## src/logic/dsp_cfg_pkg.sv

```systemverilog
package dsp_cfg_pkg;

   // settings bus map of the receive core
   localparam logic [7:0] rx_base_addr = 8'd160;

   localparam logic [7:0] reg_phase_inc = 8'd0;   // nco increment, 32 bits
   localparam logic [7:0] reg_scale = 8'd1;       // scale_i [31:16], scale_q [15:0]
   localparam logic [7:0] reg_decim = 8'd2;       // log2 of cic rate
   localparam logic [7:0] reg_ofs_a = 8'd6;       // dc offset of channel a
   localparam logic [7:0] reg_ofs_b = 8'd7;       // dc offset of channel b
   localparam logic [7:0] reg_mux = 8'd8;         // i source [1:0], q source [3:2]

   // code 0 picks input b, kept from the board wiring
   typedef enum logic [1:0] {
      src_chan_b = 2'd0,
      src_chan_a = 2'd1,
      src_zero = 2'd2
   } iq_src_e;

   typedef struct packed {
      logic [31:0] phase_inc;
      logic signed [15:0] scale_i;   // q1.15
      logic signed [15:0] scale_q;   // q1.15
      logic [2:0] decim_log2;        // 0 to 6
      logic signed [13:0] ofs_a;
      logic signed [13:0] ofs_b;
      iq_src_e src_i;
      iq_src_e src_q;
   } rx_config_t;

endpackage

```

## src/logic/dsp_sample_pkg.sv

```systemverilog
package dsp_sample_pkg;

   localparam int adc_width = 14;
   localparam int dsp_width = 24;
   localparam int out_width = 16;

   typedef struct packed {
      logic signed [dsp_width-1:0] i;
      logic signed [dsp_width-1:0] q;
   } iq_dsp_t;

   typedef struct packed {
      logic signed [out_width-1:0] i;   // upper half of the word
      logic signed [out_width-1:0] q;
   } iq_out_t;

   // atan(2^-k) with a full turn of 2^24
   function automatic logic [23:0] cordic_atan(input int k);
      logic [23:0] a;
      case (k)
         0: a = 24'd2097152;
         1: a = 24'd1238021;
         2: a = 24'd654136;
         3: a = 24'd332050;
         4: a = 24'd166669;
         5: a = 24'd83416;
         6: a = 24'd41718;
         7: a = 24'd20860;
         8: a = 24'd10430;
         9: a = 24'd5215;
         10: a = 24'd2608;
         11: a = 24'd1304;
         12: a = 24'd652;
         13: a = 24'd326;
         14: a = 24'd163;
         15: a = 24'd81;
         16: a = 24'd41;
         17: a = 24'd20;
         18: a = 24'd10;
         19: a = 24'd5;
         20: a = 24'd3;
         21: a = 24'd1;
         22: a = 24'd1;
         default: a = 24'd0;
      endcase
      return a;
   endfunction

endpackage

```

## src/logic/rx_frontend.sv

```systemverilog
`timescale 1ns/100ps

module rx_frontend (
   input  logic clk,
   input  logic rst,
   input  logic run,
   input  dsp_cfg_pkg::rx_config_t cfg,
   input  logic [13:0] adc_a,
   input  logic [13:0] adc_b,
   output dsp_sample_pkg::iq_dsp_t scaled,
   output logic [23:0] phase
);
   import dsp_cfg_pkg::*;
   import dsp_sample_pkg::*;

   localparam int pw = adc_width + 16;   // product bits
   localparam int gain_shift = 7;        // headroom for cordic gain

   logic signed [adc_width:0] diff_a;
   logic signed [adc_width:0] diff_b;
   logic signed [adc_width-1:0] ofs_a_q;
   logic signed [adc_width-1:0] ofs_b_q;
   logic signed [adc_width-1:0] mux_i;
   logic signed [adc_width-1:0] mux_q;
   logic signed [pw-1:0] prod_i;
   logic signed [pw-1:0] prod_q;
   logic [31:0] phase_acc;

   function automatic logic signed [adc_width-1:0] sat_adc(
      input logic signed [adc_width:0] v
   );
      logic signed [adc_width-1:0] r;
      if (v[adc_width] != v[adc_width-1]) begin
         r = v[adc_width] ? {1'b1, {(adc_width-1){1'b0}}} : {1'b0, {(adc_width-1){1'b1}}};
      end else begin
         r = v[adc_width-1:0];
      end
      return r;
   endfunction

   function automatic logic signed [adc_width-1:0] pick(
      input iq_src_e src,
      input logic signed [adc_width-1:0] a,
      input logic signed [adc_width-1:0] b
   );
      logic signed [adc_width-1:0] r;
      case (src)
         src_chan_b: r = b;
         src_chan_a: r = a;
         default: r = '0;   // src_zero and code 3
      endcase
      return r;
   endfunction

   assign diff_a = {adc_a[adc_width-1], adc_a} - {cfg.ofs_a[adc_width-1], cfg.ofs_a};
   assign diff_b = {adc_b[adc_width-1], adc_b} - {cfg.ofs_b[adc_width-1], cfg.ofs_b};

   assign prod_i = mux_i * $signed(cfg.scale_i);
   assign prod_q = mux_q * $signed(cfg.scale_q);

   always_ff @(posedge clk) begin
      ofs_a_q <= sat_adc(diff_a);   // stage 1
      ofs_b_q <= sat_adc(diff_b);
      mux_i <= pick(cfg.src_i, ofs_a_q, ofs_b_q);   // stage 2
      mux_q <= pick(cfg.src_q, ofs_a_q, ofs_b_q);
      scaled.i <= {{(dsp_width - pw + gain_shift){prod_i[pw-1]}}, prod_i[pw-1:gain_shift]};
      scaled.q <= {{(dsp_width - pw + gain_shift){prod_q[pw-1]}}, prod_q[pw-1:gain_shift]};
   end

   // nco, held at zero phase while stopped
   always_ff @(posedge clk) begin
      if (rst || !run) begin
         phase_acc <= '0;
      end else begin
         phase_acc <= phase_acc + cfg.phase_inc;
      end
   end

   assign phase = phase_acc[31:8];

endmodule

```

## config.mk

```make
export PLATFORM = sky130hd
export DESIGN_NAME = rx_frontend
export DESIGN_NICKNAME = d
export VERILOG_FILES = /design/src/logic/dsp_cfg_pkg.sv /design/src/logic/dsp_sample_pkg.sv /design/src/logic/rx_frontend.sv
export SDC_FILE = /design/constraint.sdc
export NUM_CORES = 1
export LEC_CHECK = 0
export BUFFER_PORTS_ARGS = -buffer_cell sky130_fd_sc_hd__clkbuf_2
export CORE_MARGIN = 4
export CORE_UTILIZATION = 65
export DETAILED_ROUTE_END_ITERATION = 10
export PLACE_DENSITY_LB_ADDON = 0.12
export SLEW_MARGIN = 20
export SYNTH_ARGS = -nofsm -noshare
export SYNTH_HDL_FRONTEND = slang
export SYNTH_SLANG_ARGS = --single-unit
export TNS_END_PERCENT = 20
```

## constraint.sdc

```tcl
create_clock -name clk -period 10.8 [get_ports clk]
set_input_delay 1.08 -clock clk [delete_from_list [all_inputs] [get_ports clk]]
set_output_delay 1.08 -clock clk [all_outputs]
set_load 0.03 [all_outputs]
```

Word level (Yosys, flattened, before mapping)
Cells that the tools add are included.
- flip-flop bits (word level): 134
- add/sub/neg operators: 3
- multiply operators: 2
- equality and inequality tests: 4
- mux-type cells: 6
- reduce and logical (&&, ||, !) cells: 4
- operators with widths (operator ; count):
    14-bit by 16-bit multiplier with 30-bit output ; 2
    14-bit two-way mux ; 4
    14-bit case mux with 2 select lines ; 2
    32-bit adder ; 1
    14-bit by 14-bit subtractor with 15-bit output ; 2
    2-bit by 1-bit == test with 1-bit output, second input constant ; 2
    2-bit logical NOT ; 2
    1-bit inequality test ; 2
    1-bit logical NOT ; 1
    1-bit logical OR ; 1

Logic depth before layout (Yosys ltp)
- word-level depth: 3
- mapped depth: 24
- gate-level depth less buffers: 23

Worst setup path before layout
No wires, ideal clock.
- path type: input to register
- start point: in cfg[58] in the netlist's numbering
- end point: reg scaled[46] (netlist name)
- setup time: 0.078 ns
- data arrival time: 6.478 ns
- path slack: 4.245 ns
- stages: 23
- path buffers: 0
- cell sequence: and2_1 -> fa_1 -> inv_1 -> fa_1 -> inv_1 -> fa_1 -> inv_1 -> fa_1 -> inv_1 -> fa_1 -> inv_1 -> fa_1 -> inv_1 -> ha_1 -> or4_1 -> o21ai_1 -> a31oi_1 -> a21o_1 -> a21oi_4 -> o21ai_2 -> a221o_1 -> and4_4 -> nor3_1
- longest elaborated chain between the ends: 1
- RTL lines (what ; RTL line ; RTL):
    start: declaration ; rx_frontend.sv:7 ; input dsp_cfg_pkg::rx_config_t cfg,
    14-bit by 16-bit multiplier with 30-bit output ; rx_frontend.sv:58 ; assign prod_i = mux_i * $signed(cfg.scale_i);
    named net prod_i[29] ; rx_frontend.sv:25 ; logic signed [pw-1:0] prod_i;
The timed path passes the listed nets, and every way through them passes these cells.
A chain may end at the register's enable or synchronous reset.

Final worst setup path
- start point: in cfg[58] in the netlist's numbering
- end point: reg scaled[46] (netlist name)
- longest elaborated chain between the ends: 1
- RTL lines (what ; RTL line):
    14-bit by 16-bit multiplier with 30-bit output ; rx_frontend.sv:58
    named net prod_i[29] ; rx_frontend.sv:25
The timed path passes the listed nets, and every way through them passes these cells.

==> impl_metrics.env <==
export IMPL_finalSetupViolCount=0
export IMPL_clockBufferDepth=2
export IMPL_tns_ps=0
export IMPL_antenna_left=0
export IMPL_design_area_mm2=0.0246
export IMPL_cts_setup_buffers=0
export IMPL_ctsHoldBuffers=0
export IMPL_grt_total_usage=0.278
export IMPL_crit_required_ps=11130
export IMPL_gp_congestion=0.866
export IMPL_grt_pass1_vias=18400
export IMPL_cts_max_level=4
export IMPL_cp_max_fo=14
export IMPL_synth_top_area_cell="fa_1"
export IMPL_cts_resized=0
export IMPL_fp_dieH_um=196
export IMPL_die_area_mm2=0.0382
export IMPL_cts_sinks=134
export IMPL_final_nets=3380
export IMPL_clkSlewWorstSetupHoldPaths_ps=70
export IMPL_tritoncts="yes"
export IMPL_via_per_inst=5.45
export IMPL_synth_common_cells="inv_1, fa_1, and2_1"
export IMPL_yosysWarnings=0
export IMPL_cts_root_buf="clkbuf_16"
export IMPL_finalClockSkew_ps=13.5
export IMPL_top_layer="met4"
export IMPL_dp_slack_ps=3420
export IMPL_core_mm2=0.0346
export IMPL_start_util=0.660
export IMPL_grt_pass1_wl_mm=86.7
export IMPL_outcome="completed"
export IMPL_period_needed_ps=6920
export IMPL_slew_viol_final=0
export IMPL_hold_viol_final=0
export IMPL_wl_met2_mm=25.0
export IMPL_netlist_instances=2498
export IMPL_post_route_period_util=0.641
export IMPL_antenna_cells=0
export IMPL_vias=16800
export IMPL_yosys_register_bits=134
export IMPL_grt_start_max_net_pins=30
export IMPL_grt_overflow=0
export IMPL_pin_count=202
export IMPL_dpl_cell_area_mm2=0.0240
export IMPL_syn_area_mm2=0.0229
export IMPL_grt_setup_unrepaired="no"
export IMPL_startpoint_type="primary input"
export IMPL_rows=68
export IMPL_syn_area_per_cell_um2=9.15
export IMPL_wl_per_cell_um=16.5
export IMPL_setup_slack_ps=3880
export IMPL_hp_class="flop to flop"
export IMPL_yosysUniqueCellTypes=64
export IMPL_finish_utilization=0.710
export IMPL_synth_edf_count=0
export IMPL_drt_iter0_drc=773
export IMPL_io_buffers=198
export IMPL_syn_to_final_growth_pct=7.50
export IMPL_cts_made_buffers=17
export IMPL_tightest_slew_ps=773
export IMPL_synth_fp_nets=3262
export IMPL_dr_pass1_iters=5
export IMPL_ys_top_cells_by_area="fa_1, dfxtp_1, ha_1"
export IMPL_ys_dominant_reg_cell="dfxtp_1"
export IMPL_drive_above_1_share=0.0947
export IMPL_yosysTopAreaCellShare=0.384
export IMPL_crit_arrival_ps=7250
export IMPL_drc=0
export IMPL_max_freq_mhz=144
export IMPL_dieWidth_um=196
export IMPL_antenna_found_initial=0
export IMPL_synth_async_reset_ratio=0
export IMPL_synth_most_common_cell="inv_1"
export IMPL_ys_seq_area_frac=0.117
export IMPL_wl_met3_mm=3.06
export IMPL_routed_wl_mm=50.8
export IMPL_clkLatencyLatePin_ps=460
export IMPL_maxSlewHeadroom=0.484
export IMPL_cp_end_kind="flop"
export IMPL_worst_setup_path_type="primary input to flop"
export IMPL_dp_hpwl_mm=41.4
export IMPL_m1WireLength_mm=21.1
export IMPL_cap_viol_max_count=0
==> cells in the final DEF (no fill, tap or decap), drive strengths merged, types with 4 or more instances in the layout <==
cell type	n
nand2	214
and2	242
mux2i	30
ha	195
nand3	18
and3	13
nor4	4
a21o	38
o21bai	10
and4	5
nor3b	5
xnor2	66
dfxtp	134
clkbuf	216
o211a	4
or2	5
o211ai	4
o21a	18
xor2	37
o21ai	47
nand4	8
inv	560
nand2b	18
a211o	11
fa	439
nand3b	6
nor3	15
a21oi	66
nor2b	17
a31oi	9
nor2	117
a211oi	8
==> flip-flops by register name (all words and copies together) (netlist names) <==
| signal | flops |
|---|---|
| mux_i | 14 |
| mux_q | 14 |
| ofs_a_q | 14 |
| ofs_b_q | 14 |
| phase_acc | 32 |
| scaled | 46 |
==> path summary, 6_finish.rpt <==
path | endpoint | cells after the start | startpoint | slack [ps]
setup / recovery | scaled[46] | 24 | cfg[58] | 3880
hold / removal | mux_i[12] | 2 | ofs_b_q[12] | 500
setup reg to reg | scaled[46] | 23 | mux_i[2] | 4170
hold reg to reg | mux_i[12] | 2 | ofs_b_q[12] | 500
==> kinds of logic (layout without fill, tap and decap cells) <==
group	after synthesis	count (layout)	share of synthesized area
AND/OR/NAND/NOR	695	695	0.154
multiplexers	30	30	0.0131
flip-flops	134	134	0.117
XOR/XNOR	103	103	0.0395
AO/OA/AOI/OAI	249	249	0.0729
adder cells (fa/ha/maj)	636	636	0.492
buffers and inverters	651	782	0.111
==> critical path, stage by stage <==
cell	delay (ps)
clkbuf_2	250
and2_1	250
fa_1	540
inv_1	50
fa_1	470
inv_1	50
fa_1	490
inv_1	50
fa_1	520
inv_1	50
fa_1	470
inv_1	50
fa_1	480
inv_1	50
ha_1	200
or4_1	540
o21ai_1	90
a31oi_1	130
a21o_1	300
a21oi_4	230
o21ai_2	130
a221o_1	400
nor4_1	280
nor3_1	100
==> cell type report <==
type / count / area [um2]
sequential: 134 / 2680
multi-input combinational: 1713 / 17600
clock buffer: 18 / 439
fill: 2625 / 10000
timing repair buffer: 199 / 998
clock inverter: 14 / 180
tap: 455 / 569
inverter: 551 / 2070
==> metrics by stage <==
step,instances,hold WS [ps]
final,3084,504
after global routing,3084,526
after CTS,3084,508
after detailed placement,3052,491
after global placement,3052,488
after floorplan,2498,460
==> metal layers <==
metal	GRT usage	up-vias
met1	0.365	8377
met3	0.0492	108
met4	0.0936	0
li1	-	7795
met2	0.469	521
met5	0	-
Power is left out: the tool's default activity adds up to more than one toggle a clock period on the data nets, which glitch-free logic cannot reach.
