File: src/logic/dsp_sample_pkg.sv
package dsp_sample_pkg;

   localparam int adc_width = 14;
   localparam int dsp_width = 24;
   localparam int out_width = 16;

   typedef struct packed {
      logic signed [dsp_width-1:0] i;
      logic signed [dsp_width-1:0] q;
   } iq_dsp_t;

   typedef struct packed {
      logic signed [out_width-1:0] i;   // upper half of the word
      logic signed [out_width-1:0] q;
   } iq_out_t;

   // atan(2^-k) with a full turn of 2^24
   function automatic logic [23:0] cordic_atan(input int k);
      logic [23:0] a;
      case (k)
         0: a = 24'd2097152;
         1: a = 24'd1238021;
         2: a = 24'd654136;
         3: a = 24'd332050;
         4: a = 24'd166669;
         5: a = 24'd83416;
         6: a = 24'd41718;
         7: a = 24'd20860;
         8: a = 24'd10430;
         9: a = 24'd5215;
         10: a = 24'd2608;
         11: a = 24'd1304;
         12: a = 24'd652;
         13: a = 24'd326;
         14: a = 24'd163;
         15: a = 24'd81;
         16: a = 24'd41;
         17: a = 24'd20;
         18: a = 24'd10;
         19: a = 24'd5;
         20: a = 24'd3;
         21: a = 24'd1;
         22: a = 24'd1;
         default: a = 24'd0;
      endcase
      return a;
   endfunction

endpackage

File: src/logic/cic_decimator.sv
`timescale 1ns/100ps

module cic_decimator #(
   parameter int cic_max_log2 = 6
) (
   input  logic clk,
   input  logic rst,
   input  logic run,
   input  logic [2:0] decim_log2,
   input  dsp_sample_pkg::iq_dsp_t in,
   output dsp_sample_pkg::iq_out_t sample,
   output logic strobe
);
   import dsp_sample_pkg::*;

   localparam int aw = dsp_width + 2 * cic_max_log2;   // room for rate^2 growth
   localparam int drop = dsp_width - out_width;
   localparam logic signed [dsp_width:0] half_lsb = 1 << (drop - 1);

   logic [cic_max_log2:0] rate_m1;
   logic [cic_max_log2-1:0] cnt;
   logic tick;
   logic signed [dsp_width-1:0] chan [2];   // 0 is i, 1 is q
   logic signed [aw-1:0] integ1 [2];
   logic signed [aw-1:0] integ2 [2];
   logic signed [aw-1:0] dly1 [2];
   logic signed [aw-1:0] dly2 [2];
   logic signed [aw-1:0] comb1 [2];
   logic signed [aw-1:0] comb2 [2];
   logic signed [aw-1:0] shifted [2];
   logic signed [out_width-1:0] rounded [2];

   // half lsb added, so ties go up; then clamp to out_width
   function automatic logic signed [out_width-1:0] round_sat(
      input logic signed [dsp_width-1:0] v
   );
      logic signed [dsp_width:0] sum;
      logic [out_width:0] top;
      logic signed [out_width-1:0] r;
      sum = {v[dsp_width-1], v} + half_lsb;
      top = sum[dsp_width:drop];
      if (top[out_width] != top[out_width-1]) begin
         r = top[out_width] ? {1'b1, {(out_width-1){1'b0}}} : {1'b0, {(out_width-1){1'b1}}};
      end else begin
         r = top[out_width-1:0];
      end
      return r;
   endfunction

   assign rate_m1 = ({{cic_max_log2{1'b0}}, 1'b1} << decim_log2) - 1'b1;
   assign tick = run && ({1'b0, cnt} == rate_m1);

   always_comb begin
      chan[0] = in.i;
      chan[1] = in.q;
      for (int c = 0; c < 2; c++) begin
         comb1[c] = integ2[c] - dly1[c];
         comb2[c] = comb1[c] - dly2[c];
         shifted[c] = comb2[c] >>> {decim_log2, 1'b0};   // divide by rate^2
         rounded[c] = round_sat(shifted[c][dsp_width-1:0]);
      end
   end

   always_ff @(posedge clk) begin
      if (rst || !run) begin
         cnt <= '0;
         for (int c = 0; c < 2; c++) begin
            integ1[c] <= '0;
            integ2[c] <= '0;
            dly1[c] <= '0;
            dly2[c] <= '0;
         end
      end else begin
         cnt <= tick ? '0 : cnt + 1'b1;
         for (int c = 0; c < 2; c++) begin
            integ1[c] <= integ1[c] + {{(aw-dsp_width){chan[c][dsp_width-1]}}, chan[c]};
            integ2[c] <= integ2[c] + integ1[c];
            if (tick) begin   // combs run at the low rate
               dly1[c] <= integ2[c];
               dly2[c] <= comb1[c];
            end
         end
      end
   end

   always_ff @(posedge clk) begin
      if (rst) begin
         sample <= '0;
         strobe <= 1'b0;
      end else begin
         strobe <= tick;
         if (tick) begin
            sample.i <= rounded[0];
            sample.q <= rounded[1];
         end
      end
   end

endmodule

File: config.mk
export PLATFORM = sky130hd
export DESIGN_NAME = cic_decimator
export DESIGN_NICKNAME = d
export VERILOG_FILES = /design/src/logic/dsp_sample_pkg.sv /design/src/logic/cic_decimator.sv
export SDC_FILE = /design/constraint.sdc
export NUM_CORES = 1
export LEC_CHECK = 0
export ABC_AREA = 1
export BUFFER_PORTS_ARGS = -buffer_cell sky130_fd_sc_hd__buf_2
export CELL_PAD_IN_SITES_DETAIL_PLACEMENT = 1
export CELL_PAD_IN_SITES_GLOBAL_PLACEMENT = 1
export CORE_MARGIN = 1.5
export CORE_UTILIZATION = 47
export DETAILED_ROUTE_END_ITERATION = 6
export PLACE_DENSITY = 0.95
export REMOVE_ABC_BUFFERS = 1
export SYNTH_ARGS = -nofsm -noshare
export SYNTH_HDL_FRONTEND = slang
export SYNTH_SLANG_ARGS = --single-unit
File: constraint.sdc
create_clock -name clk -period 8.2 [get_ports clk]
set_clock_uncertainty 0.1 [all_clocks]
set_input_delay 0.82 -clock clk [delete_from_list [all_inputs] [get_ports clk]]
set_output_delay 0.82 -clock clk [all_outputs]
set_load 0.02 [all_outputs]
Word level (Yosys, flattened, before mapping)

Memory sizes are Yosys's and may differ from the RTL's.
Index checks and enable logic that the tools add are counted.

Bits in registers: 39
Bits in writable memories: 288
Output and inout bits: 33
Memories kept: 4

Memories:

| name   | depth | bits a word | rd ports | clocked after memory_dff | wr ports | line                | RTL |
|---|---|---|---|---|---|---|---|
| dly1   | 2     | 36          | 2        | 0                        | 2        | cic_decimator.sv:26 | `logic signed [aw-1:0] dly1 [2];` |
| dly2   | 2     | 36          | 2        | 0                        | 2        | cic_decimator.sv:27 | `logic signed [aw-1:0] dly2 [2];` |
| integ1 | 2     | 36          | 2        | 0                        | 2        | cic_decimator.sv:24 | `logic signed [aw-1:0] integ1 [2];` |
| integ2 | 2     | 36          | 2        | 0                        | 2        | cic_decimator.sv:25 | `logic signed [aw-1:0] integ2 [2];` |

Add/sub/neg operators: 12
Equal/unequal tests: 3
Shift-type cells: 3
Muxes and demuxes: 18
Bitwise gates (word level): 8
Reductions and logical operators: 4

Operators by type and width:

| kind                    | count |
|---|---|
| $mux W36                | 8 |
| $add A36 B36 Y36        | 4 |
| $sub A36 B36 Y36        | 4 |
| $sshr A36 B4 Y24        | 2 |
| $mux W16                | 4 |
| $add A24 B9 Y25 const B | 2 |
| $or A1 B1 Y1            | 8 |
| $eq A6 B7 Y1            | 1 |
| $shl A1 B3 Y7 const A   | 1 |
| $sub A7 B1 Y7 const B   | 1 |
| $add A6 B1 Y6 const B   | 1 |
| $mux W1                 | 6 |
| $ne A1 B1 Y1            | 2 |
| $reduce_or A2 Y1        | 1 |
| $logic_and A1 B1 Y1     | 1 |
| $logic_not A1 Y1        | 1 |
| $logic_or A1 B1 Y1      | 1 |

Depth between registers and ports, before layout

Gate-level depths: netlist (run 1).

Word-level depth: 8
Mapped depth: 50

Worst setup path after synthesis (run 1)

OpenSTA, ideal clock, no wires.

Kind: input port to flip-flop
Start point: input port decim_log2[0]
End point: memory dly1[0][0] (netlist name), enable pin
Library setup time: 0.513 ns
Arrival: 5.420 ns
Slack: 2.166 ns
Stages: 9
Path buffers: 1
Cells stage by stage: buf_2 -> nor2_1 -> nand2_1 -> ha_1 -> xnor2_1 -> xor2_1 -> a311oi_1 -> nand3_1 -> nand2_1

RTL lines:

| element            | line                | RTL |
|---|---|---|
| start: declaration | cic_decimator.sv:9  | `input logic [2:0] decim_log2,` |
| end: declaration   | cic_decimator.sv:26 |  |

==> results of run 1 <==
==> worst max path at each step <==
stage	cells past startpoint	to	slack (ns)
floorplan	3	dly1[0][0]	0.11
global placement	47	sample[27]	1.87
detailed placement	47	sample[28]	1.37
CTS	47	sample[25]	0.89
global route	47	sample[25]	0.11
finish	47	sample[25]	0.69
==> registers in the layout, indices dropped and copies added, names as in the netlist <==
signal / cells
cnt: 6
dly2: 72
dly1: 72
strobe: 1
integ1: 72
sample: 32
integ2: 72
==> where the power goes <==
group	switching [W]	internal, W
Combinational	0.00200	0.000863
Clock	0.000874	0.00121
Sequential	0.0000660	0.00177
==> routing by layer <==
metal,wire [µm],track usage [%],vias up
li1,-,-,14900
met1,46700,42.2,15900
met2,55700,61.7,1709
met3,8160,5.64,583
met4,7470,21.2,0
met5,0,0,-
==> cells in the final DEF, fill, tap and decap left out, types with 69 or more instances in the layout <==
cell type / instances
a21oi_1: 429
ha_1: 282
nand2_1: 952
o21ai_0: 239
nand3_1: 373
buf_2: 86
inv_1: 782
xor2_1: 69
edfxtp_1: 144
nor2_1: 493
dfxtp_1: 183
==> cell families after synthesis <==
logic type	Yosys count
DFF	327
AOI/OAI and AO/OA	855
buffers and inverters	873
xor gates and xnor gates	101
and+or+nand+nor	2069
adders and majority gates	288
==> stage by stage <==
stage | instance area, µm² | util [%] | hold WS (ns)
after floorplan | 29500 | - | 0.330
after global placement | 31100 | 49.3 | 0.351
after detailed placement | 31100 | 49.3 | 0.358
after CTS | 32600 | 51.7 | 0.370
after global routing | 32600 | 51.7 | 0.398
final | 32600 | 51.7 | 0.368
==> cell type report <==
| cell class | instances | area share, % |
|---|---|---|
| timing repair buffer | 95 | 1.57 |
| tap | 846 | 3.25 |
| sequential | 327 | 24.5 |
| multi-input combinational | 3313 | 56.8 |
| clock buffer | 56 | 3.71 |
| clock inverter | 20 | 0.891 |
| inverter | 802 | 9.28 |
==> worst max-delay path, delay by kind of cell, from the launching register on <==
kind,cells,cell delay (ns)
and+or+nand+nor,31,3.85
AOI/OAI and AO/OA,5,1.29
adders and majority gates,3,1.03
buffers and inverters,7,0.56
DFF,1,0.32
xor gates and xnor gates,1,0.24
==> load_flow_metrics.sql, run 1 <==
INSERT INTO impl_metrics (metric_group, metric, value, unit) VALUES
('setup_path', 'critical_path.startpoint_type', 'flop', ''),
('finish', 'num-nets-final', '4922', ''),
('setup_path', 'critical-path-slowest-cell', 'ha_1', ''),
('hold_path', 'worst_hold_path_type', 'flop to flop', ''),
('floorplan', 'initial_utilization', '47.5', '%'),
('placed_design', 'gp_congestion', '0.962', ''),
('synthesis', 'post-synth-top-area-fraction', '14.5', '%'),
('synthesis', 'muxShareOfSynthArea', '0', '%'),
('setup_path', 'startpoint', 'integ2[0][0]', ''),
('drt', 'drt_wl_total', '118000', 'µm'),
('clock_network', 'clkTransAtPathRegs', '0.06', 'ns'),
('drt', 'wl_per_cell', '21.6', 'µm'),
('finish', 'flow.area_growth_from_synthesis', '8.98', '%'),
('clock_network', 'ctsHoldBuffers', '0', ''),
('clock_network', 'postCtsSetupRepairBufs', '0', ''),
('drt', 'antenna_violating_nets_post_route', '0', ''),
('floorplan', 'core_area', '63000', 'µm²'),
('pwr', 'power-per-cell-area', '208', 'nW/µm²'),
('synthesis', 'synthXorXnorAreaFrac', '2.96', '%'),
('drt', 'detailed_router_s_first_iteration_violation_count', '2815', ''),
('finish', 'multi_input_combinational_cell_area', '18500', 'µm²'),
('synthesis', 'synth_flop_cell', 'dfxtp_1', ''),
('timing', 'total_count_of_max_transition_violations_in_the_final_report', '0', ''),
('finish', 'layout.filler_cells', '8431', ''),
('synthesis', 'syn_avg_cell_area', '6.62', 'µm²'),
('setup_path', 'worst_setup_path_end_kind', 'flop', ''),
('floorplan', 'io-pin-count', '87', ''),
('global_route', 'grt.overflow.total', '0', ''),
('timing', 'setup_slack', '0.690', 'ns'),
('status', 'status', 'finished with violations', ''),
('synthesis', 'main_combinational_cell_family_by_area_after_synthesis', 'simple AND/OR/NAND/NOR gates', ''),
('global_route', 'groute.usage.overall', '35.9', '%'),
('timing', 'unrepaired_setup_endpoints_after_global_routing', 'false', ''),
('synthesis', 'largest_area_contributor_in_the_netlist', 'edfxtp_1', ''),
('pwr', 'p_leak', '16.4', 'nW'),
('global_route', 'grt_antenna_before_repair', '0', ''),
('synthesis', 'synthDistinctLibCells', '66', ''),
('clock_network', 'cts_sinks', '327', ''),
('drt', 'detail_route.vias_per_cell', '6.06', ''),
('hold_path', 'worstHoldPathCells', '1', ''),
('pwr', 'vdd_ir_drop_max', '0.140', 'mV'),
('drt', 'drt_drc_violations_left', '1', ''),
('hold_path', 'timing.hold.worst_endpoint', 'cnt[0]', ''),
('hold_path', 'worst_hold_startpoint', 'cnt[0]', ''),
('synthesis', 'syn_area', '29900', 'µm²'),
('setup_path', 'worst_setup_path_class', 'flop to flop', ''),
('synthesis', 'synth_area_leaders', 'edfxtp_1, dfxtp_1, nand2_1', ''),
('drt', 'drt_pass1_iterations', '7', ''),
('floorplan', 'dieHeight', '255', 'µm'),
('timing', 'max-slew-margin-rel', '15.4', '%'),
('global_route', 'number_of_global_route_vias_before_repair', '34900', ''),
('timing', 'max_freq', '133', 'MHz'),
('setup_path', 'worst-endpoint-arrival', '7.90', 'ns'),
('setup_path', 'worstPathRequired', '8.59', 'ns'),
('finish', 'area_taken_by_flip_flops_and_latches', '7990', 'µm²'),
('global_route', 'grt_pass1_wl', '187000', 'µm'),
('setup_path', 'timing.rr.start', 'integ2[0][0]', ''),
('synthesis', 'compound_cell_area_share_of_the_yosys_netlist', '15.8', '%'),
('synthesis', 'synthCells', '4513', ''),
('clock_network', 'tritoncts', 'done', ''),
('timing', 'hold_violations', '0', ''),
('placed_design', 'post-place-ws', '1.37', 'ns'),
('placed_design', 'dp_hpwl', '79100', 'µm'),
('finish', 'antenna_cells_inserted', '0', ''),
('status', 'violations', 'DRC', ''),
('timing', 'layout_worst_path_cycle_share', '91.6', '%'),
('finish', 'post_layout_nonfiller_instances', '5459', ''),
('floorplan', 'die_width', '255', 'µm'),
('synthesis', 'yosysWarnings', '0', ''),
('timing', 'worstMarginPinSlew', '1.27', 'ns'),
('timing', 'fin_setup_tns', '0', 'ns');
(Power assumes the default switching activity.)
==> run 2: changes to the inputs <==
Settings changed: BUFFER_PORTS_ARGS -buffer_cell sky130_fd_sc_hd__buf_2 to unset, CAP_MARGIN set to 15, CORE_UTILIZATION 47 to 48, DONT_BUFFER_PORTS set to 1.
==> load_flow_metrics.sql, run 2 (synthesized netlist as in run 1, its figures left out) <==
INSERT INTO impl_metrics (metric_group, metric, value, unit) VALUES
('finish', 'final_layout_size_suffix_gt1_share', '5.48', '%'),
('clock_network', 'clkTransAtPathRegs', '0.07', 'ns'),
('drt', 'detailed_router_s_first_iteration_violation_count', '3157', ''),
('setup_path', 'worst_setup_path_class', 'flop to flop', ''),
('placed_design', 'dp_hpwl', '79200', 'µm'),
('floorplan', 'die_width', '253', 'µm'),
('drt', 'drt_wl_total', '119000', 'µm'),
('pwr', 'p_leak', '16.0', 'nW'),
('hold_path', 'worstHoldPathCells', '3', ''),
('setup_path', 'worst_setup_path_end_kind', 'flop', ''),
('clock_network', 'ctsHoldBuffers', '0', ''),
('finish', 'flow.area_growth_from_synthesis', '7.17', '%'),
('setup_path', 'worst-endpoint-arrival', '7.76', 'ns'),
('clock_network', 'postCtsSetupRepairBufs', '0', ''),
('timing', 'fin_setup_tns', '0', 'ns'),
('clock_network', 'cts_buffers', '40', ''),
('status', 'status', 'complete, no violations', ''),
('floorplan', 'io-pin-count', '87', ''),
('floorplan', 'fp-row-count', '91', ''),
('global_route', 'grt_max_degree', '151', ''),
('timing', 'total_count_of_max_transition_violations_in_the_final_report', '0', ''),
('setup_path', 'worst_r2r_path_depth', '47', ''),
('global_route', 'groute.usage.overall', '37.1', '%'),
('global_route', 'grt_antenna_before_repair', '1', ''),
('setup_path', 'critical-path-slowest-cell', 'ha_1', ''),
('pwr', 'power.net_switching', '0.00289', 'W'),
('pwr', 'power_frac_seq', '27.6', '%'),
('timing', 'layout_worst_path_cycle_share', '90.0', '%'),
('pwr', 'power-per-cell-area', '208', 'nW/µm²'),
('timing', 'max_freq', '136', 'MHz'),
('timing', 'worstMarginPinSlew', '1.16', 'ns'),
('finish', 'layout.cells.most_common', 'nand2_1', ''),
('clock_network', 'post_cts_resized', '0', ''),
('clock_network', 'tritoncts', 'done', ''),
('pwr', 'power.share.switching', '43.4', '%'),
('clock_network', 'insertion_delay', '0.62', 'ns'),
('clock_network', 'cts_root_buffer', 'clkbuf_16', ''),
('floorplan', 'core_area', '61600', 'µm²'),
('placed_design', 'gp_congestion', '0.974', ''),
('global_route', 'grt.overflow.total', '0', ''),
('timing', 'post-route-min-period', '7.38', 'ns'),
('clock_network', 'clockBufferDepth', '3', ''),
('hold_path', 'worst_hold_path_type', 'input port to flop', ''),
('floorplan', 'die-area', '63800', 'µm²'),
('timing', 'setup_violations', '0', ''),
('pwr', 'vdd_ir_drop_max', '0.151', 'mV'),
('floorplan', 'dieHeight', '253', 'µm'),
('placed_design', 'io_buffer_count', '0', ''),
('clock_network', 'level_count_of_the_clock_h_tree', '2', ''),
('setup_path', 'worstPathRequired', '8.58', 'ns'),
('finish', 'most-common-layout-cells', 'nand2_1, inv_1, nor2_1', ''),
('pwr', 'pwr-share-clk', '30.0', '%'),
('global_route', 'grt_pass1_wl', '190000', 'µm'),
('floorplan', 'initial_utilization', '48.5', '%'),
('timing', 'setup_slack', '0.821', 'ns'),
('timing', 'hold_violations', '0', ''),
('drt', 'detail_route.vias_per_cell', '6.16', ''),
('setup_path', 'crit_path_frequent_cell', 'nand2_1', ''),
('pwr', 'p_comb_share', '42.3', '%'),
('drt', 'drt_drc_violations_left', '0', ''),
('drt', 'drt_pass1_iterations', '6', ''),
('timing', 'max-slew-margin-rel', '22.6', '%'),
('global_route', 'number_of_global_route_vias_before_repair', '35300', ''),
('drt', 'antenna_violating_nets_post_route', '0', ''),
('setup_path', 'max_stage_delay', '0.41', 'ns'),
('pwr', 'p_int', '0.00377', 'W'),
('finish', 'num-nets-final', '4834', ''),
('drt', 'dr_total_vias', '33000', ''),
('setup_path', 'critical_path.startpoint_type', 'flop', ''),
('setup_path', 'crit_fanout', '11', ''),
('timing', 'unrepaired_setup_endpoints_after_global_routing', 'false', ''),
('job', 'number_of_maximum_capacitance_constraint_violations', '0', ''),
('clock_network', 'cts_sinks', '327', ''),
('placed_design', 'post-place-ws', '1.37', 'ns'),
('drt', 'wl_per_cell', '22.3', 'µm');
run 2: worst max-delay path, delay by kind of cell, from the launching register on:
| family | cells | cell delay, ns |
|---|---|---|
| compound gates | 5 | 1.31 |
| xor+xnor | 1 | 0.22 |
| fa+ha+maj | 3 | 0.96 |
| buf+inv | 8 | 0.58 |
| flops | 1 | 0.33 |
| simple gates | 30 | 3.78 |
run 2: area by class of cell:
class,instances,area (µm²)
tap,837,1050
fill,8267,29600
timing repair buffer,8,72.6
multi-input combinational,3313,18500
clock inverter,26,355
inverter,802,3020
antenna,3,7.51
clock buffer,46,1040
sequential,327,7990
run 2: worst paths after layout:
check	startpoint	slack [ns]	end
setup reg to reg	integ2[0][0]	0.82	sample[25]
setup / recovery	integ2[0][0]	0.82	sample[25]
hold / removal	rst	0.25	sample[16]
hold reg to reg	cnt[0]	0.43	cnt[0]
run 2: power groups by stage:
stage	combinational [W]	sequential, W	clock, W
floorplan	0.00195	0.00184	0
global placement	0.00247	0.00185	0
detailed placement	0.00263	0.00186	0
CTS	0.00274	0.00183	0.00200
global route	0.00309	0.00184	0.00205
finish	0.00282	0.00184	0.00200
run 2: per-stage QoR:
| stage | cells | util [%] | power (W) | hold WS (ns) | area [µm²] |
|---|---|---|---|---|---|
| after floorplan | 4442 | - | 0.00378 | 0.330 | 29500 |
| after global placement | 5287 | 49.7 | 0.00432 | 0.353 | 30600 |
| after detailed placement | 5287 | 49.7 | 0.00449 | 0.365 | 30600 |
| after CTS | 5359 | 52.0 | 0.00658 | 0.242 | 32000 |
| after global routing | 5360 | 52.0 | 0.00698 | 0.256 | 32000 |
| final | 5362 | 52.0 | 0.00666 | 0.253 | 32000 |
run 2: per-layer routing:
metal	share of wire, %	wire length (µm)	GRT usage [%]
met1	39	46100	42.4
met2	47	56600	63.8
met3	7.5	9020	7.06
met4	6.4	7700	22.8
met5	0	0	0
