<file path="src/logic/dsp_cfg_pkg.sv">
package dsp_cfg_pkg;

   // settings bus map of the receive core
   localparam logic [7:0] rx_base_addr = 8'd160;

   localparam logic [7:0] reg_phase_inc = 8'd0;   // nco increment, 32 bits
   localparam logic [7:0] reg_scale = 8'd1;       // scale_i [31:16], scale_q [15:0]
   localparam logic [7:0] reg_decim = 8'd2;       // log2 of cic rate
   localparam logic [7:0] reg_ofs_a = 8'd6;       // dc offset of channel a
   localparam logic [7:0] reg_ofs_b = 8'd7;       // dc offset of channel b
   localparam logic [7:0] reg_mux = 8'd8;         // i source [1:0], q source [3:2]

   // code 0 picks input b, kept from the board wiring
   typedef enum logic [1:0] {
      src_chan_b = 2'd0,
      src_chan_a = 2'd1,
      src_zero = 2'd2
   } iq_src_e;

   typedef struct packed {
      logic [31:0] phase_inc;
      logic signed [15:0] scale_i;   // q1.15
      logic signed [15:0] scale_q;   // q1.15
      logic [2:0] decim_log2;        // 0 to 6
      logic signed [13:0] ofs_a;
      logic signed [13:0] ofs_b;
      iq_src_e src_i;
      iq_src_e src_q;
   } rx_config_t;

endpackage

</file>
<file path="src/logic/rx_settings.sv">
`timescale 1ns/100ps

module rx_settings (
   input  logic clk,
   input  logic rst,
   input  logic set_stb,
   input  logic [7:0] set_addr,
   input  logic [31:0] set_data,
   output dsp_cfg_pkg::rx_config_t cfg
);
   import dsp_cfg_pkg::*;

   always_ff @(posedge clk) begin
      if (rst) begin
         cfg <= '0;
      end else if (set_stb) begin
         case (set_addr)
            rx_base_addr + reg_phase_inc: begin
               cfg.phase_inc <= set_data;
            end
            rx_base_addr + reg_scale: begin
               cfg.scale_i <= set_data[31:16];
               cfg.scale_q <= set_data[15:0];
            end
            rx_base_addr + reg_decim: begin
               cfg.decim_log2 <= set_data[2:0];   // rate is 2^decim_log2
            end
            rx_base_addr + reg_ofs_a: begin
               cfg.ofs_a <= set_data[13:0];
            end
            rx_base_addr + reg_ofs_b: begin
               cfg.ofs_b <= set_data[13:0];
            end
            rx_base_addr + reg_mux: begin
               cfg.src_i <= iq_src_e'(set_data[1:0]);
               cfg.src_q <= iq_src_e'(set_data[3:2]);
            end
            default: begin
               // not one of ours, another block may own it
            end
         endcase
      end
   end

endmodule

</file>
<file path="config.mk">
export PLATFORM = sky130hd
export DESIGN_NAME = rx_settings
export DESIGN_NICKNAME = d
export VERILOG_FILES = /design/src/logic/dsp_cfg_pkg.sv /design/src/logic/rx_settings.sv
export SDC_FILE = /design/constraint.sdc
export NUM_CORES = 1
export LEC_CHECK = 0
export BUFFER_PORTS_ARGS = -buffer_cell sky130_fd_sc_hd__buf_2
export CAP_MARGIN = 10
export CORE_ASPECT_RATIO = 1.5
export CORE_MARGIN = 2
export CORE_UTILIZATION = 45
export CTS_BUF_LIST = sky130_fd_sc_hd__clkbuf_16
export DETAILED_ROUTE_END_ITERATION = 10
export GPL_TIMING_DRIVEN = 0
export PLACE_DENSITY = 0.76
export SLEW_MARGIN = 10
export SYNTH_ARGS = -nofsm -noshare
export SYNTH_HDL_FRONTEND = slang
export SYNTH_SLANG_ARGS = --single-unit
export TNS_END_PERCENT = 30
</file>
<file path="constraint.sdc">
create_clock -name clk -period 1.4 [get_ports clk]
set_clock_uncertainty 0.2 [all_clocks]
set_input_delay 0.07 -clock clk [delete_from_list [all_inputs] [get_ports clk]]
set_output_delay 0.07 -clock clk [all_outputs]
set_load 0.01 [all_outputs]
</file>
# Yosys cells after proc, flatten, opt, wreduce, memory -nomap -nowiden

Index checks and enable logic that the tools add are counted.

Equality and inequality tests: 6
Reduce and logical (&&, ||, !) cells: 6

Operators by type and width:

| cell                                        | number |
|---|---|
| equality test 8 bit (second input constant) | 6 |
| AND reduction 2 bit                         | 6 |

Bits in registers: 99
Output and inout port bits: 99
Word-level logic and storage cells: 20

# Longest topological paths before layout

Gate-level depths: netlist (run 1).

Depth in word-level cells: 2
Gate-level depth with buffers: 6
Gate-level depth less buffers: 3

# Least setup slack after synthesis (run 1)

Ideal clock, no wire load.

Kind: input to register
Start: input port set_addr[6]
End: register cfg[56] in the netlist's numbering
Arrival: 1.056 ns
Required time: 1.128 ns
Setup slack: 0.073 ns
Cell stages on the path: 6
Path buffers: 3
Path through: and4bb_1 > buf_6 > and4b_1 > buf_6 > buf_12 > mux2i_1

Cells in the longest elaborated chain, start to end: 2

Ends and longest elaborated chain:

| element                              | RTL line          | source |
|---|---|---|
| start: declaration                   | rx_settings.sv:7  | `input logic [7:0] set_addr,` |
| equality test 8 bit                  | rx_settings.sv:17 | `case (set_addr)` |
| AND reduction 2 bit (no source line) | --                |  |
| end: declaration                     | rx_settings.sv:9  | `output dsp_cfg_pkg::rx_config_t cfg` |

Every way passes these cells.
A chain may end at the register's enable or synchronous reset.

# Worst setup path after layout (run 1)

Start: input port set_addr[6]
End: register cfg[58] in the netlist's numbering

Same word-level chain as after synthesis.

==> results of run 1 <==
cells in the final DEF, fill, tap and decap left out:
cell type and count:
nor3b_2 1, nand4b_4 1, buf_2 143, dlygate4sd3_1 32, and3_1 1, bufinv_16 1, nand4_4 1, buf_12 1
inv_1 3, buf_4 2, nand4_1 1, clkinv_2 2, and4b_1 1, clkbuf_1 14, clkbuf_16 9, nor2b_1 1
nand3_1 1, nand4b_1 2, and4bb_1 1, nand2b_1 131, nor2_1 1, dfxtp_1 99, and3b_1 1, mux2i_1 99
buf_6 5
critical path: cells and delay by family:
kind / cells / cell delay [ps]
buffers and inverters: 4 / 490
muxes: 1 / 220
and+or+nand+nor: 2 / 480
logic make-up (layout without fill, tap and decap cells):
family	Yosys count	after routing	share of synthesized area, %
muxes	99	99	24.3
buffers and inverters	25	212	3.89
and+or+nand+nor	144	144	23.3
DFF	99	99	48.5
stage by stage:
stage / TNS [ps] / utilization (%) / hold slack (ps) / instances / worst slack [ps]
2_1_floorplan: 0 / - / 45.9 / 367 / 72.6
3_3_place_gp: -6610 / 55.8 / 152 / 617 / -139
3_5_place_dp: -7740 / 55.8 / 158 / 617 / -167
4_1_cts: 0 / 62.6 / -58.7 / 665 / 6.94
5_1_grt: 0 / 62.5 / -51.2 / 664 / 99.8
6_report: 0 / 62.5 / -58.8 / 664 / 184
metal layers:
metal / vias to the layer above / part of all wire (%)
li1: 1576 / -
met1: 1527 / 39
met2: 97 / 54
met3: 11 / 5.9
met4: 0 / 1.7
met5: - / 0
layout make-up:
cell class,instances,area (um2)
fill,751,3310
sequential,99,1980
multi-input combinational,243,1940
timing repair buffer,172,1020
clock buffer,9,225
buffer,25,159
tap,110,138
clock inverter,6,51.3
path summary, 6_finish.rpt:
| kind | endpoint | slack, ps | depth (start not counted) |
|---|---|---|---|
| setup reg to reg | cfg[93] | 540 | 2 |
| hold reg to reg | cfg[59] | 280 | 2 |
| setup / recovery | cfg[58] | 180 | 7 |
| hold / removal | cfg[17] | -60 | 3 |
repair_timing:
| item | CTS | global route |
|---|---|---|
| endpoints found under the hold margin | 94 | 7 |
| endpoints found under the setup margin | 0 | 10 |
| setup buffers | 0 | 0 |
power by group through the flow:
stage          combinational, mW  sequential [mW]  clock, mW
3_3_place_gp               0.269             2.88          0
5_1_grt                    0.370             2.82       2.52
2_1_floorplan              0.150             2.89          0
4_1_cts                    0.345             2.82       2.41
6_report                   0.343             2.82       2.36
3_5_place_dp               0.274             2.88          0
==> flow_summary.toml, run 1 <==
[synth]
synthesis.area_um2 = 4090
synth_cell_type_count = 20
synth_most_common_cell = "nand2b_1"
yosysWarnings = 0
syn_inst = 367
synth_edf_count = 0
synthFlopType = "dfxtp_1"
synth_top_area_share_pct = 48.5
synth_nets = 410
ys_async_sr_fraction_pct = 0
seq_area_frac_synth_pct = 48.5
ys_ff_latch = 99
synth_common_cells = "nand2b_1, dfxtp_1, mux2i_1"
avgSynthCellArea_um2 = 11.1
netlist_top_cells_area = "dfxtp_1, mux2i_1, nand2b_1"
synth_top_area_cell = "dfxtp_1"

[grt]
antenna_found_initial = 0
grt_usage_pct = 22.3
busiest_layer = "met2"
grt.overflow.total = 0
grt.met2_usage_pct = 39.9
use_met1_pct = 23.5
grt_first_pass_wirelength_um = 16600
grt_pass1_vias = 3423
grt.met3_usage_pct = 5.90
grt_max_degree = 15

[clock_tree]
root_buffer = "clkbuf_16"
cts_tree = "done"
cts_buffer_depth = 2
cts.sinks = 99
insertion_delay_ps = 330
ctsHoldBuffers = 33
htree_levels = 3
clkTransAtPathRegs_ps = 60
ctsResizeCount = 0
cts_made_buffers = 9

[drt]
postRouteAntennaNets = 0
drt-initial-drc-count = 73
firstDrtPassIters = 4
drc = 0
drt_wl_total_um = 10500
vias = 3211
vias_per_cell = 4.84
wl_per_cell_um = 15.8

[cells_and_area]
final_area_um2 = 5520
num_antenna_cells = 0
drive_above_1_share_pct = 30.0
largest-register = "cfg"
reg_top3 = "cfg x99"
nets = 593
area_growth_pct = 35.1
largest_register_ffs = 99

[run_status]
violations = "hold timing"
outcome = "finished, violations left"

[sta]
final-setup-viol-count = 0
drv_slew = 0
max_freq_mhz = 822
tightest_slew_ps = 466
fin_crit_ps = 1220
rsz0062_at_grt = "no"
period_share_pct = 86.9
whs_ps = -58.8
hold_viol_final = 8
slew_headroom_pct = 69.0

[critical_path]
required_ps = 1460
cpPeakStageDelay_ps = 270
r2r-start = "cfg[93]"
cp-startpoint = "set_addr[6]"
critPathKind = "input pin to register"
cp.arrival_ps = 1270
end_kind = "register"
cp_common_cell = "buf_6"
worstPathCellList = "buf_2 > and4bb_1 > buf_6 > and4b_1 > buf_6 > buf_12 > mux2i_1"
worstPathMaxFanout = 10
cp_slowest_cell = "and4bb_1"
worst_setup_path_start_kind = "input pin"

[die]
die_width_um = 81.8
ios = 142
dieHeight_um = 121
die_area_um2 = 9870
start_util_pct = 46.3
rows = 42
core_um2 = 8830

[power]
p_seq_share_pct = 51.1
p_leak_nw = 2.86
switching_power_mw = 1.16
pwr-share-clk_pct = 42.7
internal-power_mw = 4.36
combPwrFrac_pct = 6.2
p_total_mw = 5.52
power.density_nw_per_um2 = 1000
switching_share_pct = 21.0
ir_worst_vdd_mv = 0.669

[placement]
placed_area_um2 = 4920
gp_congestion = 0.778
dp_hpwl_um = 7620
portBuffers = 140

[min_path]
min_from = "set_addr[1]"
hold_class = "input pin to register"

[flow_run]
drv_cap = 0
Note: power is estimated with default switching activity, not from simulation.
==> inputs of run 2 (changes only) <==
--- a/config.mk
+++ b/config.mk
@@ -9,11 +9,11 @@
 export CAP_MARGIN = 10
 export CORE_ASPECT_RATIO = 1.5
 export CORE_MARGIN = 2
-export CORE_UTILIZATION = 45
+export CORE_UTILIZATION = 41
 export CTS_BUF_LIST = sky130_fd_sc_hd__clkbuf_16
 export DETAILED_ROUTE_END_ITERATION = 10
 export GPL_TIMING_DRIVEN = 0
-export PLACE_DENSITY = 0.76
+export PLACE_DENSITY = 0.7
 export SLEW_MARGIN = 10
 export SYNTH_ARGS = -nofsm -noshare
 export SYNTH_HDL_FRONTEND = slang
==> run 2 against run 1 <==
Net effect: the flow still finishes with violations (hold timing); combinational power is 2% higher; worst setup slack worse by 110 ps; maximum frequency is 8.0% lower; final cell count is 1.1% higher; sequential share of layout area decreased by 0.24 points; die area increased by 9.3%; routed wire length shrank 1.2%; global-route usage decreased by 2.7 points; flip-flop and latch count is the same; worst hold slack better by 48 ps; clock power about the same; critical path depth is 2 lower; critical path type unchanged; critical endpoint is now cfg[26].
==> flow_summary.toml, run 2 (same netlist as run 1, synthesis figures left out) <==
[clock_tree]
root_buffer = "clkbuf_16"
insertion_delay_ps = 340
cts.sinks = 99
htree_levels = 3
cts_made_buffers = 9
cts_tree = "done"
clkTransAtPathRegs_ps = 60
cts_buffer_depth = 2
cts_setup_buffers = 0

[die]
core_um2 = 9690
rows = 44
die_width_um = 85.5
dieHeight_um = 126
start_util_pct = 42.2
die_area_um2 = 10800
ios = 142

[run_status]
violations = "hold timing"
outcome = "finished, violations left"

[cells_and_area]
num_antenna_cells = 0
area_growth_pct = 36.0
layout_commonest_cell = "buf_2"
drive_above_1_share_pct = 29.7
stdcell_count = 671
post-route-util_pct = 57.4
fillers = 866
largest_register_ffs = 99
largest-register = "cfg"
reg_top3 = "cfg x99"
mostFrequentLayoutCells = "buf_2, nand2b_1, mux2i_1, dfxtp_1, dlygate4sd3_1"
nets = 596

[sta]
period_share_pct = 94.5
drv_slew = 0
hold_viol_final = 6
whs_ps = -11.0
slew_headroom_pct = 66.5
final-setup-viol-count = 0
layout_setup_ws_ps = 77.4
tightest_slew_ps = 502
max_freq_mhz = 756
fin_crit_ps = 1320
rsz0062_at_grt = "no"

[grt]
grt_first_pass_wirelength_um = 16500
grt_pass1_vias = 3248
grt_usage_pct = 19.6
antenna_found_initial = 0
grt_max_degree = 15
grt.overflow.total = 0

[drt]
drc = 0
vias_per_cell = 4.76
firstDrtPassIters = 4
drt_wl_total_um = 10400
drt-initial-drc-count = 59
postRouteAntennaNets = 0
wl_per_cell_um = 15.5
vias = 3194

[power]
p_leak_nw = 2.86
power.density_nw_per_um2 = 994
ir_worst_vdd_mv = 0.844
p_total_mw = 5.52

[critical_path]
worst_setup_path_start_kind = "input pin"
end_kind = "register"
required_ps = 1420
cp.arrival_ps = 1350
worstPathMaxFanout = 10
critPathKind = "input pin to register"

[placement]
dp_cells = 622
gp_congestion = 0.774
portBuffers = 140
dp_hpwl_um = 7540
pre_cts_ws_ps = -157

[flow_run]
drv_cap = 0

[min_path]
hold_class = "input pin to register"
-- run 2: what timing repair did --
item | in CTS | in global routing
resized for setup | 0 | 1
endpoints found under the setup margin | 0 | 11
hold buffers | 34 | 2
endpoints found under the hold margin | 93 | 4
-- run 2: through the flow --
stage,TNS [ps],area (um2)
after floorplan,0,4090
after global placement,-5340,4930
after detailed placement,-6690,4930
after CTS,0,5540
after global routing,0,5560
final,0,5560
-- run 2: critical path, cell delays in order --
cell,delay (ps)
buf_2,130
dlygate4sd3_1,560
nand4b_4,240
buf_6,210
mux2i_1,120
-- run 2: final timing paths --
kind	startpoint	end	slack, ps	cells after the start
min reg2reg	cfg[98]	cfg[98]	270	2
max	set_addr[0]	cfg[26]	80	5
min	set_addr[2]	cfg[86]	-10	4
max reg2reg	cfg[37]	cfg[37]	570	2
-- run 2: per-layer routing --
layer  track usage (%)  part of all wire [%]  up-vias
li1                  -                     -     1592
met1              22.5                    42     1494
met2              34.7                    51       93
met3              5.37                   5.7       15
met4              6.54                   1.6        0
met5                 0                     0        -
-- run 2: report_power, final --
| part | internal [mW] | switching, mW |
|---|---|---|
| logic | 0.196 | 0.153 |
| registers | 2.82 | 0.00187 |
| clock network | 1.35 | 1.01 |
-- run 2: cell type report --
type	count	area, um2	share of cell area [%]
Sequential cell	99	1980	35.7
Multi-Input combinational cell	243	1940	35.0
Timing Repair Buffer	175	1050	18.9
Clock buffer	9	225	4.05
Buffer	25	163	2.93
Tap cell	115	144	2.59
Clock inverter	5	48.8	0.878
==> inputs of run 3 (changes only) <==
--- a/config.mk
+++ b/config.mk
@@ -7,13 +7,16 @@
 export LEC_CHECK = 0
 export BUFFER_PORTS_ARGS = -buffer_cell sky130_fd_sc_hd__buf_2
 export CAP_MARGIN = 10
+export CELL_PAD_IN_SITES_DETAIL_PLACEMENT = 0
+export CELL_PAD_IN_SITES_GLOBAL_PLACEMENT = 2
 export CORE_ASPECT_RATIO = 1.5
 export CORE_MARGIN = 2
-export CORE_UTILIZATION = 41
+export CORE_UTILIZATION = 27
 export CTS_BUF_LIST = sky130_fd_sc_hd__clkbuf_16
 export DETAILED_ROUTE_END_ITERATION = 10
 export GPL_TIMING_DRIVEN = 0
-export PLACE_DENSITY = 0.7
+export PLACE_DENSITY_LB_ADDON = 0.1
+export REMOVE_ABC_BUFFERS = 1
 export SLEW_MARGIN = 10
 export SYNTH_ARGS = -nofsm -noshare
 export SYNTH_HDL_FRONTEND = slang
==> run 3 against run 2 <==
Net effect: the flow now finishes without violations; critical endpoint is now cfg[78]; critical path type unchanged; register-to-register slack improved by 20 ps; final cell count up 9.2%; sequential power barely moved; non-clock buffer count fell by 23; routed wire length fell by 0.35%; clock power increased by 11%; cell area up 0.63%; combinational power down 7.4%.
==> flow_summary.toml, run 3 (same netlist as run 1, synthesis figures left out) <==
[grt]
grt_max_degree = 98
grt_usage_pct = 13.2
grt_first_pass_wirelength_um = 16800
grt_pass1_vias = 3158
antenna_found_initial = 0
grt.overflow.total = 0

[drt]
drt_wl_total_um = 10300
drc = 0
postRouteAntennaNets = 0
vias_per_cell = 4.23
firstDrtPassIters = 4
vias = 3100
drt-initial-drc-count = 80
wl_per_cell_um = 14.1

[cells_and_area]
final_area_um2 = 5590
area_growth_pct = 36.9
nets = 573
fillers = 1543
largest-register = "cfg"
mostFrequentLayoutCells = "buf_2, nand2b_1, mux2i_1, dfxtp_1, dlygate4sd3_1"
layout_commonest_cell = "buf_2"
reg_top3 = "cfg x99"
largest_register_ffs = 99
multiInputGateArea_um2 = 1960
num_antenna_cells = 0
drive_above_1_share_pct = 30.9
seq_area_um2 = 1980

[clock_tree]
cts_buffer_depth = 2
htree_levels = 3
root_buffer = "clkbuf_16"
clkTransAtPathRegs_ps = 60
cts_tree = "done"
cts_made_buffers = 9
insertion_delay_ps = 340
cts.sinks = 99

[sta]
layout_setup_ws_ps = 85.4
slew_headroom_pct = 67.9
whs_ps = 57.1
period_share_pct = 93.9
hold_viol_final = 0
rsz0062_at_grt = "no"
tns_ps = 0
drv_slew = 0
max_freq_mhz = 761
tightest_slew_ps = 480
final-setup-viol-count = 0
fin_crit_ps = 1310

[placement]
gp_congestion = 0.678
portBuffers = 141
pre_cts_ws_ps = -961
dp_hpwl_um = 6970
placed_area_um2 = 4940

[critical_path]
end_kind = "register"
cp.arrival_ps = 1380
required_ps = 1460
worst_setup_path_start_kind = "input pin"
worstPathMaxFanout = 20
critPathKind = "input pin to register"

[power]
ir_worst_vdd_mv = 0.506
p_leak_nw = 2.82
power.density_nw_per_um2 = 1030
p_total_mw = 5.76

[die]
dieHeight_um = 155
die_area_um2 = 16200
rows = 55
die_width_um = 104
core_um2 = 14900
ios = 142
start_util_pct = 27.4

[run_status]
outcome = "finished, final reports clean"

[flow_run]
drv_cap = 0

[min_path]
hold_class = "input pin to register"
[run 3: cell count changes in the layout (fill, tap and decap cells not counted), sizes merged]
cell	change
buf	-6
bufinv	+1
clkbuf	-14
clkinv	+3
clkinvlp	-1
dlygate4sd3	-3
inv	-2
[run 3: worst paths after layout]
check | from | endpoint | slack, ps | cells past startpoint
setup / recovery | set_addr[6] | cfg[78] | 90 | 4
hold / removal | set_addr[1] | cfg[34] | 60 | 3
setup reg to reg | cfg[44] | cfg[44] | 590 | 2
hold reg to reg | cfg[84] | cfg[84] | 270 | 2
[run 3: area by class of cell]
| type | count | share of cell area (%) |
|---|---|---|
| clock buffer | 9 | 4.03 |
| clock inverter | 6 | 1.45 |
| multi-input combinational | 243 | 35.1 |
| sequential | 99 | 35.4 |
| tap | 199 | 4.45 |
| timing repair buffer | 177 | 19.6 |
[run 3: through the flow]
stage,instances,utilization (%)
detailed placement,685,33.1
finish,733,37.5
global route,733,37.5
CTS,733,37.4
floorplan,342,-
global placement,682,32.7
[run 3: repair_timing]
action / 4_1_cts / 5_1_grt
pin swaps: 2 / 0
gates resized for setup: 4 / 2
setup buffers: 1 / 0
setup endpoints to repair: 64 / 7
hold buffers: 32 / 0
endpoints found under the hold margin: 97 / 0
[run 3: report_power, final]
| part | switching (mW) | internal (mW) | total, mW | leakage (nW) |
|---|---|---|---|---|
| combinational | 0.133 | 0.191 | 0.324 | 1.87 |
| sequential | 0.00172 | 2.82 | 2.82 | 0.797 |
| clock | 1.07 | 1.54 | 2.61 | 0.150 |
[run 3: layer usage]
| layer | share of wire, % | GRT usage, % | up-vias |
|---|---|---|---|
| met1 | 44 | 16.1 | 1448 |
| met5 | 0 | 0 | - |
| met2 | 49 | 22.5 | 95 |
| li1 | - | - | 1545 |
| met3 | 5.2 | 2.57 | 12 |
| met4 | 1.9 | 6.18 | 0 |
[run 3: worst max-delay path, cell delays in order]
cell and delay (ps):
buf_2 90, and4bb_4 420, and3_4 520, mux2i_1 250
